## config.mk

```make
export PLATFORM = sky130hd
export DESIGN_NAME = cache_top
export DESIGN_NICKNAME = d
export VERILOG_FILES = /design/src/common/cache_pkg.sv /design/src/rtl/cache_top.sv /design/src/cache/cache_ctrl.sv /design/src/cache/line_store.sv /design/src/cache/tag_store.sv /design/src/cache/beat_counter.sv
export SDC_FILE = /design/constraint.sdc
export NUM_CORES = 2
export LEC_CHECK = 0
export BUFFER_PORTS_ARGS = -buffer_cell sky130_fd_sc_hd__buf_2
export CAP_MARGIN = 20
export CORE_ASPECT_RATIO = 0.9
export CORE_MARGIN = 1.5
export CORE_UTILIZATION = 30
export CTS_BUF_LIST = sky130_fd_sc_hd__clkbuf_16
export DETAILED_ROUTE_END_ITERATION = 16
export PLACE_DENSITY = 0.41
export RECOVER_POWER = 100
export SETUP_SLACK_MARGIN = 0.5
export SLEW_MARGIN = 30
export SYNTH_ARGS = -nofsm -noshare
export SYNTH_HDL_FRONTEND = slang
export SYNTH_SLANG_ARGS = --single-unit
```

## constraint.sdc

```tcl
create_clock -name clk -period 3.6 [get_ports clk]
set_input_delay 0.18 -clock clk [delete_from_list [all_inputs] [get_ports clk]]
set_output_delay 0.18 -clock clk [all_outputs]
set_load 0.1 [all_outputs]
```

## src/common/cache_pkg.sv

```systemverilog
package cache_pkg;

	//////////////////////////////////////////////////
	// Cache geometry
	//////////////////////////////////////////////////

	// Words per line and number of lines
	localparam int line_words = 4;
	localparam int num_lines  = 16;

	// Address field widths
	localparam int index_w = 4;
	localparam int tag_w   = 24;
	localparam int word_w  = 2;
	localparam int byte_w  = 2;

	//////////////////////////////////////////////////
	// Address decode
	//////////////////////////////////////////////////

	// Field view of a byte address from the top bit down
	typedef struct packed {
		logic [tag_w-1:0]   tag;
		logic [index_w-1:0] index;
		logic [word_w-1:0]  word;
		logic [byte_w-1:0]  byte_off;
	} cache_addr_t;

	// Same 32 bits seen as a raw bus address or as cache fields
	typedef union packed {
		logic [31:0] raw;
		cache_addr_t f;
	} cache_addr_u;

	// One line of four words with word 0 in the low bits
	typedef logic [line_words-1:0][31:0] line_t;

	//////////////////////////////////////////////////
	// Wishbone classic
	//////////////////////////////////////////////////

	// Master to slave
	typedef struct packed {
		logic        cyc;
		logic        stb;
		logic        we;
		logic [3:0]  sel;
		logic [31:0] adr;
		logic [31:0] dat;
	} wb_req_t;

	// Slave to master
	typedef struct packed {
		logic        ack;
		logic [31:0] dat;
	} wb_rsp_t;

endpackage
```

## src/rtl/cache_top.sv

```systemverilog
`timescale 1ns/1ns

module cache_top (
	input  logic               clk,
	input  logic               reset,
	input  cache_pkg::wb_req_t cpu_req,
	output cache_pkg::wb_rsp_t cpu_rsp,
	output cache_pkg::wb_req_t mem_req,
	input  cache_pkg::wb_rsp_t mem_rsp
);

	// Lookup results
	logic                        hit;
	logic                        victim_dirty;
	logic [cache_pkg::tag_w-1:0] victim_tag;

	// Line data
	logic [31:0] rd_word;
	logic [31:0] victim_word;

	// Beat sequencing
	logic [1:0] beat;
	logic       last_beat;
	logic       beat_clear;
	logic       beat_step;

	// Store enables
	logic       tag_install;
	logic       mark_dirty;
	logic       word_write;
	logic       refill_write;
	logic [1:0] sel_word;

	//////////////////////////////////////////////////
	// Controller
	//////////////////////////////////////////////////

	cache_ctrl u_ctrl (
		.clk          (clk),
		.reset        (reset),
		.cpu_req      (cpu_req),
		.cpu_rsp      (cpu_rsp),
		.mem_req      (mem_req),
		.mem_rsp      (mem_rsp),
		.hit          (hit),
		.victim_dirty (victim_dirty),
		.victim_tag   (victim_tag),
		.rd_word      (rd_word),
		.victim_word  (victim_word),
		.beat         (beat),
		.last_beat    (last_beat),
		.beat_clear   (beat_clear),
		.beat_step    (beat_step),
		.tag_install  (tag_install),
		.mark_dirty   (mark_dirty),
		.word_write   (word_write),
		.refill_write (refill_write),
		.sel_word     (sel_word)
	);

	beat_counter u_beat (
		.clk   (clk),
		.reset (reset),
		.clear (beat_clear),
		.step  (beat_step),
		.beat  (beat),
		.last  (last_beat)
	);

	//////////////////////////////////////////////////
	// Stores
	//////////////////////////////////////////////////

	// Processor address is held for the whole access
	tag_store u_tags (
		.clk          (clk),
		.reset        (reset),
		.addr         (cpu_req.adr),
		.install      (tag_install),
		.mark_dirty   (mark_dirty),
		.hit          (hit),
		.victim_dirty (victim_dirty),
		.victim_tag   (victim_tag)
	);

	line_store u_lines (
		.clk          (clk),
		.addr         (cpu_req.adr),
		.sel_word     (sel_word),
		.word_write   (word_write),
		.refill_write (refill_write),
		.sel          (cpu_req.sel),
		.wdata        (cpu_req.dat),
		.fill_data    (mem_rsp.dat),
		.rd_word      (rd_word),
		.victim_word  (victim_word)
	);

endmodule

```

## src/cache/cache_ctrl.sv

```systemverilog
`timescale 1ns/1ns

module cache_ctrl (
	input  logic                        clk,
	input  logic                        reset,
	input  cache_pkg::wb_req_t          cpu_req,
	output cache_pkg::wb_rsp_t          cpu_rsp,
	output cache_pkg::wb_req_t          mem_req,
	input  cache_pkg::wb_rsp_t          mem_rsp,
	input  logic                        hit,
	input  logic                        victim_dirty,
	input  logic [cache_pkg::tag_w-1:0] victim_tag,
	input  logic [31:0]                 rd_word,
	input  logic [31:0]                 victim_word,
	input  logic [1:0]                  beat,
	input  logic                        last_beat,
	output logic                        beat_clear,
	output logic                        beat_step,
	output logic                        tag_install,
	output logic                        mark_dirty,
	output logic                        word_write,
	output logic                        refill_write,
	output logic [1:0]                  sel_word
);

	typedef enum logic [2:0] {
		s_idle,
		s_lookup,
		s_respond,
		s_write_back,
		s_refill,
		s_install
	} state_t;

	state_t state;
	state_t state_next;

	cache_pkg::cache_addr_u req_addr;

	//////////////////////////////////////////////////
	// State register
	//////////////////////////////////////////////////

	always_ff @(posedge clk) begin
		if (reset) begin
			state <= s_idle;
		end else begin
			state <= state_next;
		end
	end

	// Request address, captured while the hit check runs
	always_ff @(posedge clk) begin
		if (state == s_lookup) begin
			req_addr <= cpu_req.adr;
		end
	end

	//////////////////////////////////////////////////
	// Next state and outputs
	//////////////////////////////////////////////////

	always_comb begin
		state_next   = state;
		cpu_rsp      = '0;
		mem_req      = '0;
		beat_clear   = 1'b0;
		beat_step    = 1'b0;
		tag_install  = 1'b0;
		mark_dirty   = 1'b0;
		word_write   = 1'b0;
		refill_write = 1'b0;
		sel_word     = req_addr.f.word;

		case (state)
			s_idle: begin
				if (cpu_req.cyc && cpu_req.stb) begin
					state_next = s_lookup;
				end
			end

			s_lookup: begin
				if (hit) begin
					state_next = s_respond;
				end else begin
					// Counter starts at word 0 for either memory phase
					beat_clear = 1'b1;
					state_next = victim_dirty ? s_write_back : s_refill;
				end
			end

			s_respond: begin
				cpu_rsp.ack = 1'b1;
				cpu_rsp.dat = rd_word;
				if (cpu_req.we) begin
					word_write = 1'b1;
					mark_dirty = 1'b1;
				end
				state_next = s_idle;
			end

			s_write_back: begin
				// Victim line goes out under its old tag
				mem_req.cyc = 1'b1;
				mem_req.stb = 1'b1;
				mem_req.we  = 1'b1;
				mem_req.sel = 4'hf;
				mem_req.adr = {victim_tag, req_addr.f.index, beat, 2'b00};
				mem_req.dat = victim_word;
				sel_word    = beat;
				if (mem_rsp.ack) begin
					beat_step = 1'b1;
					if (last_beat) begin
						beat_clear = 1'b1;
						state_next = s_refill;
					end
				end
			end

			s_refill: begin
				mem_req.cyc = 1'b1;
				mem_req.stb = 1'b1;
				mem_req.sel = 4'hf;
				mem_req.adr = {req_addr.f.tag, req_addr.f.index, beat, 2'b00};
				sel_word    = beat;
				if (mem_rsp.ack) begin
					refill_write = 1'b1;
					beat_step    = 1'b1;
					if (last_beat) begin
						state_next = s_install;
					end
				end
			end

			s_install: begin
				// Second lookup now hits the fresh line
				tag_install = 1'b1;
				state_next  = s_lookup;
			end

			default: begin
				state_next = s_idle;
			end
		endcase
	end

endmodule

```

## src/cache/line_store.sv

```systemverilog
`timescale 1ns/1ns

module line_store (
	input  logic                   clk,
	input  cache_pkg::cache_addr_u addr,
	input  logic [1:0]             sel_word,
	input  logic                   word_write,
	input  logic                   refill_write,
	input  logic [3:0]             sel,
	input  logic [31:0]            wdata,
	input  logic [31:0]            fill_data,
	output logic [31:0]            rd_word,
	output logic [31:0]            victim_word
);

	cache_pkg::line_t lines [cache_pkg::num_lines];

	logic [cache_pkg::index_w-1:0] idx;
	logic [cache_pkg::word_w-1:0]  word;

	assign idx  = addr.f.index;
	assign word = addr.f.word;

	//////////////////////////////////////////////////
	// Read ports
	//////////////////////////////////////////////////

	always_comb begin
		// Word addressed by the processor
		rd_word     = lines[idx][word];
		// Word of the current memory beat
		victim_word = lines[idx][sel_word];
	end

	//////////////////////////////////////////////////
	// Write port
	//////////////////////////////////////////////////

	// Refill and processor writes never overlap in time
	always_ff @(posedge clk) begin
		if (refill_write) begin
			lines[idx][sel_word] <= fill_data;
		end else if (word_write) begin
			for (int b = 0; b < 4; b++) begin
				// Only enabled byte lanes change
				if (sel[b]) begin
					lines[idx][word][b*8 +: 8] <= wdata[b*8 +: 8];
				end
			end
		end
	end

endmodule

```

## src/cache/tag_store.sv

```systemverilog
`timescale 1ns/1ns

module tag_store (
	input  logic                           clk,
	input  logic                           reset,
	input  cache_pkg::cache_addr_u         addr,
	input  logic                           install,
	input  logic                           mark_dirty,
	output logic                           hit,
	output logic                           victim_dirty,
	output logic [cache_pkg::tag_w-1:0]    victim_tag
);

	logic [cache_pkg::tag_w-1:0]     tags [cache_pkg::num_lines];
	logic [cache_pkg::num_lines-1:0] valid;
	logic [cache_pkg::num_lines-1:0] dirty;

	logic [cache_pkg::index_w-1:0] idx;

	assign idx = addr.f.index;

	//////////////////////////////////////////////////
	// Lookup
	//////////////////////////////////////////////////

	always_comb begin
		hit          = valid[idx] && (tags[idx] == addr.f.tag);
		// Resident line needs a write-back before replacement
		victim_dirty = valid[idx] && dirty[idx];
		victim_tag   = tags[idx];
	end

	//////////////////////////////////////////////////
	// Update
	//////////////////////////////////////////////////

	// Status bits
	always_ff @(posedge clk) begin
		if (reset) begin
			valid <= '0;
			dirty <= '0;
		end else if (install) begin
			valid[idx] <= 1'b1;
			dirty[idx] <= 1'b0;
		end else if (mark_dirty) begin
			dirty[idx] <= 1'b1;
		end
	end

	// Tag array
	always_ff @(posedge clk) begin
		if (install) begin
			tags[idx] <= addr.f.tag;
		end
	end

endmodule

```

## src/cache/beat_counter.sv

```systemverilog
`timescale 1ns/1ns

module beat_counter (
	input  logic       clk,
	input  logic       reset,
	input  logic       clear,
	input  logic       step,
	output logic [1:0] beat,
	output logic       last
);

	// Index of the final word in a line
	localparam logic [1:0] last_beat = 2'(cache_pkg::line_words - 1);

	//////////////////////////////////////////////////
	// Beat register
	//////////////////////////////////////////////////

	// Clear wins over step, so the controller can do both on the final ack
	always_ff @(posedge clk) begin
		if (reset) begin
			beat <= '0;
		end else if (clear) begin
			beat <= '0;
		end else if (step && !last) begin
			beat <= beat + 2'd1;
		end
	end

	// Holds on the last beat instead of wrapping
	always_comb begin
		last = (beat == last_beat);
	end

endmodule

```

==> results.md <==
- Cells after DPL: between 9000 and 10000
- Hold Path Cell Cnt: 2
- Hold Path End: u_lines.lines[10][127]
- Max clock buf depth: 4
- Vias in the first global route: roughly 52000
- Die area: ~340000 um2
- Combinational share of power: 0.068
- Number of port buffers: 205
- Via Count: between 50000 and 60000
- Cell Area, Synth: between 100000 and 150000 um2
- Met3 WL: approximately 15000 um
- Die Wd: 612 um
- Critical path origin: u_ctrl.state[2]
- Slew Limit Fails: 43
- Critical Setup Path Class: register to register
- Final setup violation count: 0
- CTS tree: built
- FMAX: between 200 and 300 MHz
- Failing checks: max-capacitance violations, max-slew violations
- CP Data Arrival Time: slightly above 4 ns
- Ys Warns: 0
- Routed met2 length: between 100000 and 150000 um
- Worst Max-Slew Pin Slew: 1.84 ns
- Peak VDD IR: 0.000320 V
- Final hold viol count: 0
- Cell with the most instances after synthesis: edfxtp_1
- Share of the yosys chip area belonging to registers: 0.745
- Max Used Layer: met5
- GRT Resource Usage Total: 0.181
- Synth top area share: 0.738
- Post-Place Worst Slack: -0.0855 ns
- Initial antenna violation count: 28
- Min-delay worst type: primary input to register
- Placer Congestion: between 0.7 and 0.8
- Max FO, Critical Path: 16
- Routed vias/inst: just under 5
- Internal power: roughly 51 mW
- Cell count after synthesis: about 4600
- Crit. End Element: register
- R2R depth: 7
- RSZ-0062 raised after global routing: true
- PwrDens: 535 nW/um2
- Yosys cell types: 68
- Final period util: 0.999
- Critical Path RT: between 4 and 5 ns
- Root Buffer: clkbuf_16
- DIE HEIGHT: 551 um
- Area Overhead vs Synth: 22.3%
- Clk pwr share: 0.443
- Seq cells post-synth: about 2500
- FFs w/ async S/R, synth: 0
- FF-to-FF setup slack: 0.002 ns
- Ranking of synthesized cells by area: edfxtp_1 74%, mux4_2 17%, mux2_2 1.5%, nor2_1 1.2%, mux2i_1 1.0%
- Reg2reg end: u_lines.lines[7][9]
- Worst-Skew Late Latency: roughly 0.88 ns
- Initial Util: 0.301
- Layout cells sized above 1: 0.357
- Clock Sink Count: between 2000 and 2500
- Largest net degree at the start of global routing: 40
- M1 WL: 137000 um
- Sw power: roughly 15 mW
- Slew margin rel.: -0.231
- Fin nets: roughly 5600
- EDFF count, synth: ~2500
- Syn Area/Cell: around 22 um2
- Routed WL: around 310000 um
- Cell taking the most area after synthesis: edfxtp_1
- Switch share: 0.225
- CP Launch Type: register
- Post-route ant nets: 0
- # Max-Cap Violations: 2
- Synth top cells by count: 2462 x edfxtp_1, 764 x mux4_2, 332 x nor2_1
- Min setup slack post-route: between 0.0015 and 0.002 ns
- Min-delay src: cpu_req[31]
- Io pins: 210
- Router iterations before antenna repair: 5
- Tmin final: between 3 and 4 ns
- Sequential share of power: 0.489
- H-tree depth: 5
- First-pass GRT wire length: roughly 430000 um
- CTS buffer count: roughly 290
- Clock slew at reported path FFs: approximately 0.06 ns
- Post-Layout Cell Count: about 10000
- Leak: between 30 and 40 nW
- Clock Skew: 0.0304 ns
- GRT overflow: 0
- CORE AREA: around 330000 um2
- DR WL/cell: 30.1 um
- DRC Markers: 0
- Status: complete, but fails checks
- First DRT Iteration DRCs: about 4500
- Cell row count: around 200
- Top FF cell, synth: edfxtp_1
- Post-DP HPWL: approximately 200000 um
- Worst r2r src: u_ctrl.state[2]
==> per-stage QoR <==
step	TNS, ns	instance area (um2)	power (mW)	utilization	hold slack, ns
after floorplan	0	101000	35.0	-	0.279
after global placement	-0.504	111000	36.7	0.335	0.453
after detailed placement	-0.212	111000	36.7	0.335	0.459
after CTS	-0.133	124000	66.3	0.371	0.00472
after global routing	-0.00713	122000	67.5	0.368	0.106
final	0	123000	65.5	0.368	0.151
==> area by class of cell <==
| class | instances | area [um2] |
|---|---|---|
| inverter | 15 | 63.8 |
| multi-input combinational | 1834 | 25100 |
| fill | 30600 | 210000 |
| tap | 4466 | 5590 |
| clock inverter | 219 | 1750 |
| antenna | 12 | 30.0 |
| sequential | 2499 | 74700 |
| timing repair buffer | 897 | 7690 |
| clock buffer | 303 | 7580 |
==> layout by cell type, fill, tap and decap left out, types with 12 or more instances in the layout <==
master,netlist,layout
edfxtp_1,2462,2462
a21oi_1,38,28
inv_1,12,80
and2_0,0,18
nor2_1,332,325
nor3_1,29,29
a31oi_1,24,23
diode_2,0,12
mux2_1,0,97
buf_4,23,198
clkinv_2,0,50
dlygate4sd3_1,0,93
o21ai_0,23,13
a211oi_2,0,23
buf_12,0,114
buf_8,1,16
and2_1,39,13
nand2_1,103,98
mux2_2,133,36
mux2i_4,0,12
nor2b_4,0,12
clkbuf_16,0,304
clkbuf_4,0,19
mux2i_1,105,87
a22o_1,13,13
mux4_2,764,764
clkbuf_1,147,105
buf_6,13,29
nor2b_1,44,24
bufinv_16,0,24
a211oi_4,0,35
xnor2_1,16,16
clkinv_1,0,49
buf_2,77,84
dfxtp_1,37,35
clkbuf_2,0,227
==> worst max path at each step <==
| stage | slack (ns) | cells past startpoint | end |
|---|---|---|---|
| after floorplan | 0.35 | 10 | mem_req[13] |
| after global placement | -0.14 | 13 | u_ctrl.state[0] |
| after detailed placement | -0.09 | 13 | u_ctrl.state[0] |
| after CTS | -0.03 | 5 | cpu_rsp[9] |
| after global routing | -0.005 | 13 | mem_req[31] |
| final | 0.002 | 7 | u_lines.lines[7][9] |
==> worst max-delay path: stages (launching register included) <==
cell	delay [ns]
dfxtp_4	0.35
clkbuf_4	0.12
clkbuf_4	0.12
nand3b_1	0.20
nor4_1	0.77
clkbuf_2	0.47
nand2_1	0.51
mux2_1	0.69
==> flip-flops by register name (all words and copies together), names as in the netlist, named ones only <==
name / count
u_ctrl.req_addr: 30
u_beat.beat: 2
u_lines.lines: 2048
u_ctrl.state: 3
u_tags.valid: 16
u_tags.tags: 384
==> kinds of logic (layout without fill, tap and decap cells) <==
group | Yosys count | in the layout | synth area share
flip-flops | 2499 | 2499 | 0.745
multiplexers | 1002 | 1002 | 0.197
AND/OR/NAND/NOR | 584 | 584 | 0.0255
buffers and inverters | 298 | 1434 | 0.0141
AO/OA/AOI/OAI | 222 | 222 | 0.0155
XOR/XNOR | 23 | 23 | 0.00201
adder cells (fa/ha/maj) | 1 | 1 | 0.000125
other | 1 | 14 | 0.0000374
==> power by group through the flow <==
| stage | Combinational, mW | Clock, mW | Sequential [mW] |
|---|---|---|---|
| 6_report | 4.47 | 29.0 | 32.0 |
| 5_1_grt | 4.72 | 30.8 | 32.0 |
| 4_1_cts | 4.53 | 29.8 | 32.0 |
| 3_5_place_dp | 4.11 | 0 | 32.6 |
| 3_3_place_gp | 4.07 | 0 | 32.6 |
| 2_1_floorplan | 2.36 | 0 | 32.6 |
==> what timing repair did <==
| item | 4_1_cts | 5_1_grt |
|---|---|---|
| endpoints found under the setup margin | 97 | 173 |
| hold buffers | 93 | 0 |
| setup buffers | 30 | 26 |
| gates cloned | 9 | 1 |
| endpoints found under the hold margin | 1465 | 0 |
| gates resized for setup | 351 | 53 |
| pin swaps | 47 | 16 |
==> layer usage <==
metal,up-vias,GRT usage
met5,-,0
met1,27800,0.253
met2,1336,0.295
met3,402,0.0278
met4,4,0.0493
li1,21300,-
Power figures use the tool's default switching activity.
